## src/common/mem_system_defines.svh

```systemverilog
/*
 * memory system sizes
 * address split, word width and main memory timing
 */
`ifndef MEM_SYSTEM_DEFINES_SVH
`define MEM_SYSTEM_DEFINES_SVH

`define ADDR_W          16
`define DATA_W          16
`define TAG_W           5
`define INDEX_W         8
`define OFFSET_W        3
`define WORDS_PER_LINE  4

// cycles from accepted rd to data on the memory output
`define MEM_LAT         2
`define BANK_BUSY       4

`endif

```

## src/common/mem_system_pkg.sv

```systemverilog
/*
 * memory system types
 * address fields, way status and command, memory request
 * and the cache controller states
 */
`include "mem_system_defines.svh"

package mem_system_pkg;

    typedef logic [`ADDR_W-1:0]  addr_t;
    typedef logic [`DATA_W-1:0]  data_t;
    typedef logic [`TAG_W-1:0]   tag_t;
    typedef logic [`INDEX_W-1:0] index_t;
    // word in line, also the bank number
    typedef logic [`OFFSET_W-2:0] word_sel_t;

    typedef struct packed {
        tag_t      tag;
        index_t    index;
        word_sel_t word;
        logic      byte_bit;
    } addr_fields_t;

    typedef struct packed {
        logic valid;
        logic dirty;
        logic hit;
        tag_t tag;
    } way_status_t;

    typedef struct packed {
        logic      write;
        logic      fill;
        logic      set_dirty;
        word_sel_t word;
        logic      wdata_sel;  // 0 processor data, 1 memory data
    } way_cmd_t;

    typedef struct packed {
        addr_t addr;
        data_t wdata;
        logic  rd;
        logic  wr;
    } mem_req_t;

    typedef enum logic [2:0] {
        IDLE, COMPARE, WRITE_BACK, FILL, FILL_WAIT, RETRY, ERROR
    } ctrl_state_t;

endpackage

```

## src/cache/cache_ctrl.sv

```systemverilog
/*
 * cache controller
 * request check, hit and victim selection with one LRU bit per set,
 * write-back of dirty victims and line fill from banked memory
 */
`timescale 1ns/100ps
`include "mem_system_defines.svh"

module cache_ctrl (
    input  logic                         clk,
    input  logic                         rst_n,
    input  mem_system_pkg::addr_t        Addr,
    input  mem_system_pkg::data_t        DataIn,
    input  logic                         rd_req,
    input  logic                         wr_req,
    input  mem_system_pkg::way_status_t  status0,
    input  mem_system_pkg::way_status_t  status1,
    input  mem_system_pkg::data_t        way_rdata,
    input  logic                         mem_stall,
    output mem_system_pkg::addr_fields_t fields,
    output mem_system_pkg::way_cmd_t     cmd0,
    output mem_system_pkg::way_cmd_t     cmd1,
    output logic                         way_sel,
    output mem_system_pkg::mem_req_t     mem_req,
    output logic                         done,
    output logic                         stall,
    output logic                         cache_hit,
    output logic                         err
);

    import mem_system_pkg::*;

    localparam int        SETS      = 1 << `INDEX_W;
    localparam word_sel_t LAST_WORD = word_sel_t'(`WORDS_PER_LINE - 1);

    ctrl_state_t         state;
    ctrl_state_t         state_nxt;
    addr_t               req_addr;
    data_t               req_data;
    logic                req_wr;
    logic [SETS-1:0]     lru_q;
    logic                victim_q;
    word_sel_t           cnt;
    word_sel_t           ret_cnt;
    logic [`MEM_LAT-1:0] pend;
    logic                hit_any;
    logic                pick_way;
    logic                take;
    logic                bad;
    logic                landing;
    logic                mem_accept;
    logic                fill_accept;
    way_status_t         victim_st;
    way_cmd_t            cmd_base;

    assign fields  = addr_fields_t'(req_addr);
    assign hit_any = status0.hit | status1.hit;

    // invalid way 0, then invalid way 1, then the LRU way
    assign pick_way = !status0.valid ? 1'b0 :
                      !status1.valid ? 1'b1 : lru_q[fields.index];

    assign way_sel   = (state == COMPARE) ? (hit_any ? status1.hit : pick_way) : victim_q;
    assign victim_st = way_sel ? status1 : status0;

    assign done      = (state == COMPARE && hit_any) || state == RETRY;
    assign cache_hit = state == COMPARE && hit_any;
    assign err       = state == ERROR;
    assign stall     = (state == COMPARE && !hit_any) || state == WRITE_BACK ||
                       state == FILL || state == FILL_WAIT;

    // new requests are taken whenever stall is low, including the Done cycle
    assign take = !stall && (rd_req || wr_req);
    assign bad  = Addr[0] || (rd_req && wr_req);

    assign mem_req.rd    = state == FILL;
    assign mem_req.wr    = state == WRITE_BACK;
    assign mem_req.addr  = (state == WRITE_BACK) ?
                           {victim_st.tag, fields.index, cnt, 1'b0} :
                           {fields.tag, fields.index, cnt, 1'b0};
    // shared write bus: victim word to memory, processor word to the ways
    assign mem_req.wdata = (state == WRITE_BACK) ? way_rdata : req_data;

    assign mem_accept  = (mem_req.rd || mem_req.wr) && !mem_stall;
    assign fill_accept = mem_req.rd && !mem_stall;
    assign landing     = pend[`MEM_LAT-1];

    always_comb begin
        state_nxt = state;
        case (state)
            COMPARE:    if (!hit_any) state_nxt = (victim_st.valid && victim_st.dirty) ?
                                                  WRITE_BACK : FILL;
                        else state_nxt = IDLE;
            WRITE_BACK: if (mem_accept && cnt == LAST_WORD) state_nxt = FILL;
            FILL:       if (mem_accept && cnt == LAST_WORD) state_nxt = FILL_WAIT;
            FILL_WAIT:  if (landing && ret_cnt == LAST_WORD) state_nxt = RETRY;
            default:    state_nxt = IDLE;
        endcase
        if (take) begin
            state_nxt = bad ? ERROR : COMPARE;
        end
    end

    always_comb begin
        cmd_base           = '0;
        cmd_base.word      = fields.word;
        case (state)
            COMPARE, RETRY: begin
                if (done && req_wr) begin
                    cmd_base.write     = 1'b1;
                    cmd_base.set_dirty = 1'b1;
                end
            end
            WRITE_BACK: cmd_base.word = cnt;
            FILL, FILL_WAIT: begin
                cmd_base.word      = ret_cnt;
                cmd_base.wdata_sel = 1'b1;
                cmd_base.write     = landing;
                cmd_base.fill      = landing && ret_cnt == LAST_WORD;
            end
            default: ;
        endcase
        cmd0 = cmd_base;
        cmd1 = cmd_base;
        // only the selected way takes the update
        if (way_sel) begin
            cmd0.write     = 1'b0;
            cmd0.fill      = 1'b0;
            cmd0.set_dirty = 1'b0;
        end else begin
            cmd1.write     = 1'b0;
            cmd1.fill      = 1'b0;
            cmd1.set_dirty = 1'b0;
        end
    end

    always_ff @(posedge clk) begin
        if (!rst_n) begin
            state    <= IDLE;
            lru_q    <= '0;
            victim_q <= 1'b0;
            cnt      <= '0;
            ret_cnt  <= '0;
            pend     <= '0;
        end else begin
            state <= state_nxt;
            pend  <= {pend[`MEM_LAT-2:0], fill_accept};
            if (state == COMPARE && !hit_any) begin
                victim_q <= pick_way;
                cnt      <= '0;
                ret_cnt  <= '0;
            end
            if (mem_accept) begin
                cnt <= cnt + word_sel_t'(1);
            end
            if (landing) begin
                ret_cnt <= ret_cnt + word_sel_t'(1);
            end
            // LRU names the way not used
            if (done) begin
                lru_q[fields.index] <= ~way_sel;
            end
        end
    end

    always_ff @(posedge clk) begin
        if (take) begin
            req_addr <= Addr;
            req_data <= DataIn;
            req_wr   <= wr_req;
        end
    end

endmodule

```

## config.mk

```make
export PLATFORM = sky130hd
export DESIGN_NAME = cache_ctrl
export DESIGN_NICKNAME = d
export VERILOG_FILES = /design/src/common/mem_system_pkg.sv /design/src/cache/cache_ctrl.sv
export VERILOG_INCLUDE_DIRS = /design/src /design/src/common
export SDC_FILE = /design/constraint.sdc
export NUM_CORES = 1
export LEC_CHECK = 0
export ABC_AREA = 1
export BUFFER_PORTS_ARGS = -buffer_cell sky130_fd_sc_hd__clkbuf_2
export CORE_MARGIN = 1
export CORE_UTILIZATION = 60
export CTS_CLUSTER_SIZE = 12
export DETAILED_ROUTE_END_ITERATION = 6
export GPL_TIMING_DRIVEN = 0
export MAX_ROUTING_LAYER = met4
export PLACE_DENSITY_LB_ADDON = 0.2
export SLEW_MARGIN = 20
export SYNTH_ARGS = -nofsm -noshare
export SYNTH_HDL_FRONTEND = slang
export SYNTH_SLANG_ARGS = --single-unit
```

## constraint.sdc

```tcl
create_clock -name clk -period 9.5 [get_ports clk]
set_clock_uncertainty 0.1 [all_clocks]
set_input_delay 1.9 -clock clk [delete_from_list [all_inputs] [get_ports clk]]
set_output_delay 1.9 -clock clk [all_outputs]
set_load 0.1 [all_outputs]
```

# Word-level counts from Yosys, hierarchy flattened
# Index checks and enable logic that the tools add are counted.
[totals]
ff_bits = 299
input_bits = 69
out_inout_bits = 67
word_cells = 83
[classes]
add_sub_neg = 2
magnitude_cmp = 2
n_eq_ne = 11
muxes = 31
bitwise_logic = 2
reduce_logical = 26
[op_table]
columns = ["op", "n"]
rows = [
  ["bitwise mux 256 bit", 1],
  ["two-way mux 16 bit", 2],
  ["two-way mux 3 bit", 7],
  ["case mux 3 bit (4 select lines)", 1],
  ["logical AND 1 bit", 11],
  ["two-way mux 1 bit", 11],
  ["== test 3 bit, second input constant", 3],
  ["< comparator 8 x 9 -> 1 bit, second input constant", 1],
  ["binary-select mux 1 bit (select 8 bit)", 1],
  ["demux 1 bit (select 8 bit)", 1],
  [">= comparator 8 x 1 -> 1 bit, second input constant", 1],
  ["two-way mux 2 bit", 4],
  ["two-way mux 8 bit", 1],
  ["logical OR 1 bit", 7],
  ["== test 3 x 2 -> 1 bit, second input constant", 2],
  ["inequality test 3 x 1 -> 1 bit, second input constant", 2],
  ["adder 2 x 1 -> 2 bit, second input constant", 2],
  ["== test 2 bit, second input constant", 2],
  ["case mux 2 bit (2 select lines)", 1],
  ["nonzero test 2 bit", 2],
  ["OR reduction 2 bit", 2],
  ["== test 3 x 1 -> 1 bit, second input constant", 1],
  ["logical NOT 1 bit", 3],
  ["inequality test 3 x 2 -> 1 bit, second input constant", 1],
  ["4 further kinds", 4],
]

# Longest topological paths before layout
[logic_depth]
ltp_word = 12
depth_mapped = 23
ltp_nobuf = 20

# Least setup slack after synthesis
# No wires, ideal clock.
[synth_timing]
path_type = "input port to output port"
start = "in status0[5] in the netlist's numbering"
end = "out mem_req[32] in the netlist's numbering"
arrival_time_ps = 5056
required_ps = 7500
slack_ps = 2444
cell_stages = 9
path_buffers = 1
cell_sequence = "nor2_1 nand2_1 nor2_1 nand2_1 o21bai_2 nand2_2 buf_4 o21ai_0 o21ai_0"
[synth_rtl]
columns = ["element", "line_no", "text"]
rows = [
  ["start, declared", "cache_ctrl.sv:16", "input mem_system_pkg::way_status_t status0,"],
  ["end, declared", "cache_ctrl.sv:24", "output mem_system_pkg::mem_req_t mem_req,"],
]

==> impl_metrics.toml <==
[setup_path]
regToRegStartpoint = "fields[4]$_DFFE_PP_"
crit_arrival_ns = 4.22
slowest_stage = "clkbuf_1"
path_cells = "buf_2 > clkbuf_1 > a21oi_1 > o21ai_1 > nand2_1 > nor2_1 > nor2_1 > nor2_1 > nand2_1 > nand2_1 > nand2_1 > o21bai_2 > nand2_2 > inv_1 > nor2_1 > o21ai_1 > clkbuf_2"
crit_family = "buffers and inverters"
critPathKind = "reg2out"
cp.required_ns = 7.50
crit_fanout = 10
worst-r2r-setup-slack_ns = 6.01
crit_buf_inv = 4
slowest_delay_ns = 0.83
critical_path.startpoint_type = "register"
worstReg2RegEnd = "lru_q[55]$_SDFFE_PN0P_"
ff2ff_path_depth = 16
endpoint_kind = "output pin"

[power_and_ir_drop]
power_per_cell_area_nw_per_um2 = 287
ir_drop_mv = 0.470
power_leakage_nw = 6.99

[yosys]
synth_ff_type = "dfxtp_1"
synth_commonest_cells = "621 x nand2_1, 343 x nor2_1, 266 x dfxtp_1, 266 x o21ai_0, 151 x a21oi_1"
synth_cell_types = 30
syn_area_sq_um = 14700
synth-xor-area-share_pct = 0
ys_seq_area_share_pct = 43.1
synthSimpleGateAreaFrac_pct = 26.9
synth_top_area_share_pct = 36.3
synth-compound-area-share_pct = 22.2
syn_nets = 2163
synth_top_area_cell = "dfxtp_1"
netlist_top_cells_area = "dfxtp_1 36%, nand2_1 16%, o21ai_0 9.1%"
synth_edf_count = 33
ys_seq_elements = 299
yosys_warnings = 0
async_reset_ff_share_pct = 0
synthMostInstantiatedCell = "nand2_1"
synth_top_family_by_area = "simple AND/OR/NAND/NOR gates"
syn_area_per_cell_sq_um = 7.00
synth_cells = 2092
synthAdderAreaFrac_pct = 0.171
synth.area.mux_share_pct = 0.0683

[placement]
place_inst = 2545
dp_hpwl_um = 32800
portBuffers = 133
place_congestion = 0.963
dpl_cell_area_sq_um = 15800

[layout]
fin_area_sq_um = 16800
antennaDiodeCount = 0
layout.nets = 2333
finalCoreUtilization_pct = 71.0
drive_gt1_share_pct = 16.3
area_growth_pct = 14.7
num-fill-cells = 2016
stdcell_count = 2605

[floorplanning]
io_pins = 136
core_area_sq_um = 23700
die_w_um = 158
die-area_sq_um = 25000
fp.dieH_um = 158
rows = 56
start_util_pct = 61.9

[clock_network]
cts_root_buffer = "clkbuf_16"
path_clk_slew_ns = 0.06
cts.sinks = 299
cts_tree = "built"
cts-resized-gates = 0
clk_latency_ns = 0.53
htree_levels = 2
numCtsBuffers = 34
hold_buffers = 0
post_cts_buffers = 0
clockBufferDepth = 3

[routing]
drc = 0
routed_via_density = 5.95
dr.first_iter.drc_count = 2330
dr.pass1.iters = 6
ant_nets = 0
avgRoutedWirePerCell_um = 19.4
wirelength_um = 50600
vias = 15511

[grt]
antenna_found_initial = 0
grt_pass1_wl_um = 76800
grtUsageTotal_pct = 41.7
grt_max_degree = 26
gr-total-overflow = 0
grt_pass1_vias = 14096

[sta]
fmax_mhz = 161
min_period_over_period_pct = 65.5
worst_slew_pin_slew_ns = 1.10
max_slew_margin_pct = 26.4
layout_min_cycle_time_ns = 6.22
hold_viol_final = 0
slew_violations = 0
finalSetupTns_ns = 0
hold_slack_ns = 0.320
rsz0062_at_grt = "false"
finalSetupViolCount = 0

[flow_run]
cap_violations = 0

[min_path]
holdPathEnd = "pend[1]$_SDFF_PN0_"
hp-start = "pend[0]$_SDFF_PN0_"
worstHoldPathType = "reg2reg"
min_path_cells = 2

[run_status]
status = "completed"
[registers in the layout, indices dropped and copies added, names as in the netlist]
register / count
lru_q: 256
fields: 16
req_data: 16
state: 3
cnt: 2
pend: 2
ret_cnt: 2
req_wr: 1
victim_q: 1
[area by class of cell]
cell class | count | area, sq um | share of cell area, %
Sequential cell | 299 | 6320 | 37.6
Inverter | 55 | 206 | 1.23
Timing Repair Buffer | 134 | 693 | 4.12
Clock inverter | 7 | 63.8 | 0.380
Tap cell | 319 | 399 | 2.37
Clock buffer | 53 | 993 | 5.91
Multi-Input combinational cell | 1586 | 7240 | 43.1
Buffer | 152 | 897 | 5.34
[worst min-delay path, delay by kind of cell, from the launching register on]
| family | cells | cell delay, ns |
|---|---|---|
| and+or+nand+nor | 1 | 0.05 |
| DFF | 1 | 0.30 |
| buffers and inverters | 1 | 0.04 |
[layout by cell type, fill, tap and decap left out, types with 2 or more instances in the layout]
master / synthesis / layout
buf_2: 18 / 18
clkbuf_2: 0 / 133
ha_1: 2 / 2
buf_6: 33 / 33
o21ai_1: 12 / 12
dfxtp_1: 266 / 266
nor2_1: 343 / 343
a21oi_2: 120 / 120
nor3_1: 3 / 3
buf_4: 15 / 15
clkbuf_8: 0 / 5
a22oi_1: 2 / 2
a21oi_1: 151 / 150
clkbuf_16: 0 / 35
buf_1: 2 / 2
clkinv_2: 0 / 5
inv_1: 52 / 52
o21ai_0: 266 / 266
edfxtp_1: 33 / 33
inv_2: 2 / 2
nand2_1: 621 / 621
nand3_1: 56 / 56
clkbuf_1: 84 / 97
[through the flow]
| stage | setup slack, ns | power, mW |
|---|---|---|
| after global placement | 3.52 | 3.48 |
| after global routing | 3.07 | 4.92 |
| after detailed placement | 3.48 | 3.51 |
| after floorplan | 2.44 | 2.98 |
| after CTS | 3.36 | 4.76 |
| final | 3.28 | 4.82 |
[metal layers]
metal	share of wire, %	vias up	track usage (%)
met2	43	1076	61.6
met1	37	7030	53.1
li1	-	7163	-
met4	5.9	0	22.3
met3	14	242	9.25
met5	0	-	-
[logic make-up (layout without fill, tap and decap cells)]
group / after synthesis / count (layout)
AO/OA/AOI/OAI: 555 / 555
adder cells (fa/ha/maj): 2 / 2
flip-flops: 299 / 299
multiplexers: 1 / 1
buffers and inverters: 207 / 401
AND/OR/NAND/NOR: 1027 / 1027
other: 1 / 1
[worst max-delay path by stage]
stage,from,cells after the start,endpoint
CTS,fields[3]$_DFFE_PP_,20,mem_req[32]
finish,fields[4]$_DFFE_PP_,17,mem_req[33]
floorplan,status0[5],9,mem_req[32]
detailed placement,status1[5],11,mem_req[32]
global placement,status1[5],11,mem_req[32]
global route,fields[3]$_DFFE_PP_,21,mem_req[31]
[report_power, final]
part / switching, mW / internal [mW]
registers: 0.0431 / 1.36
clock network: 0.532 / 0.747
logic: 1.81 / 0.326
(Power assumes the default switching activity.)
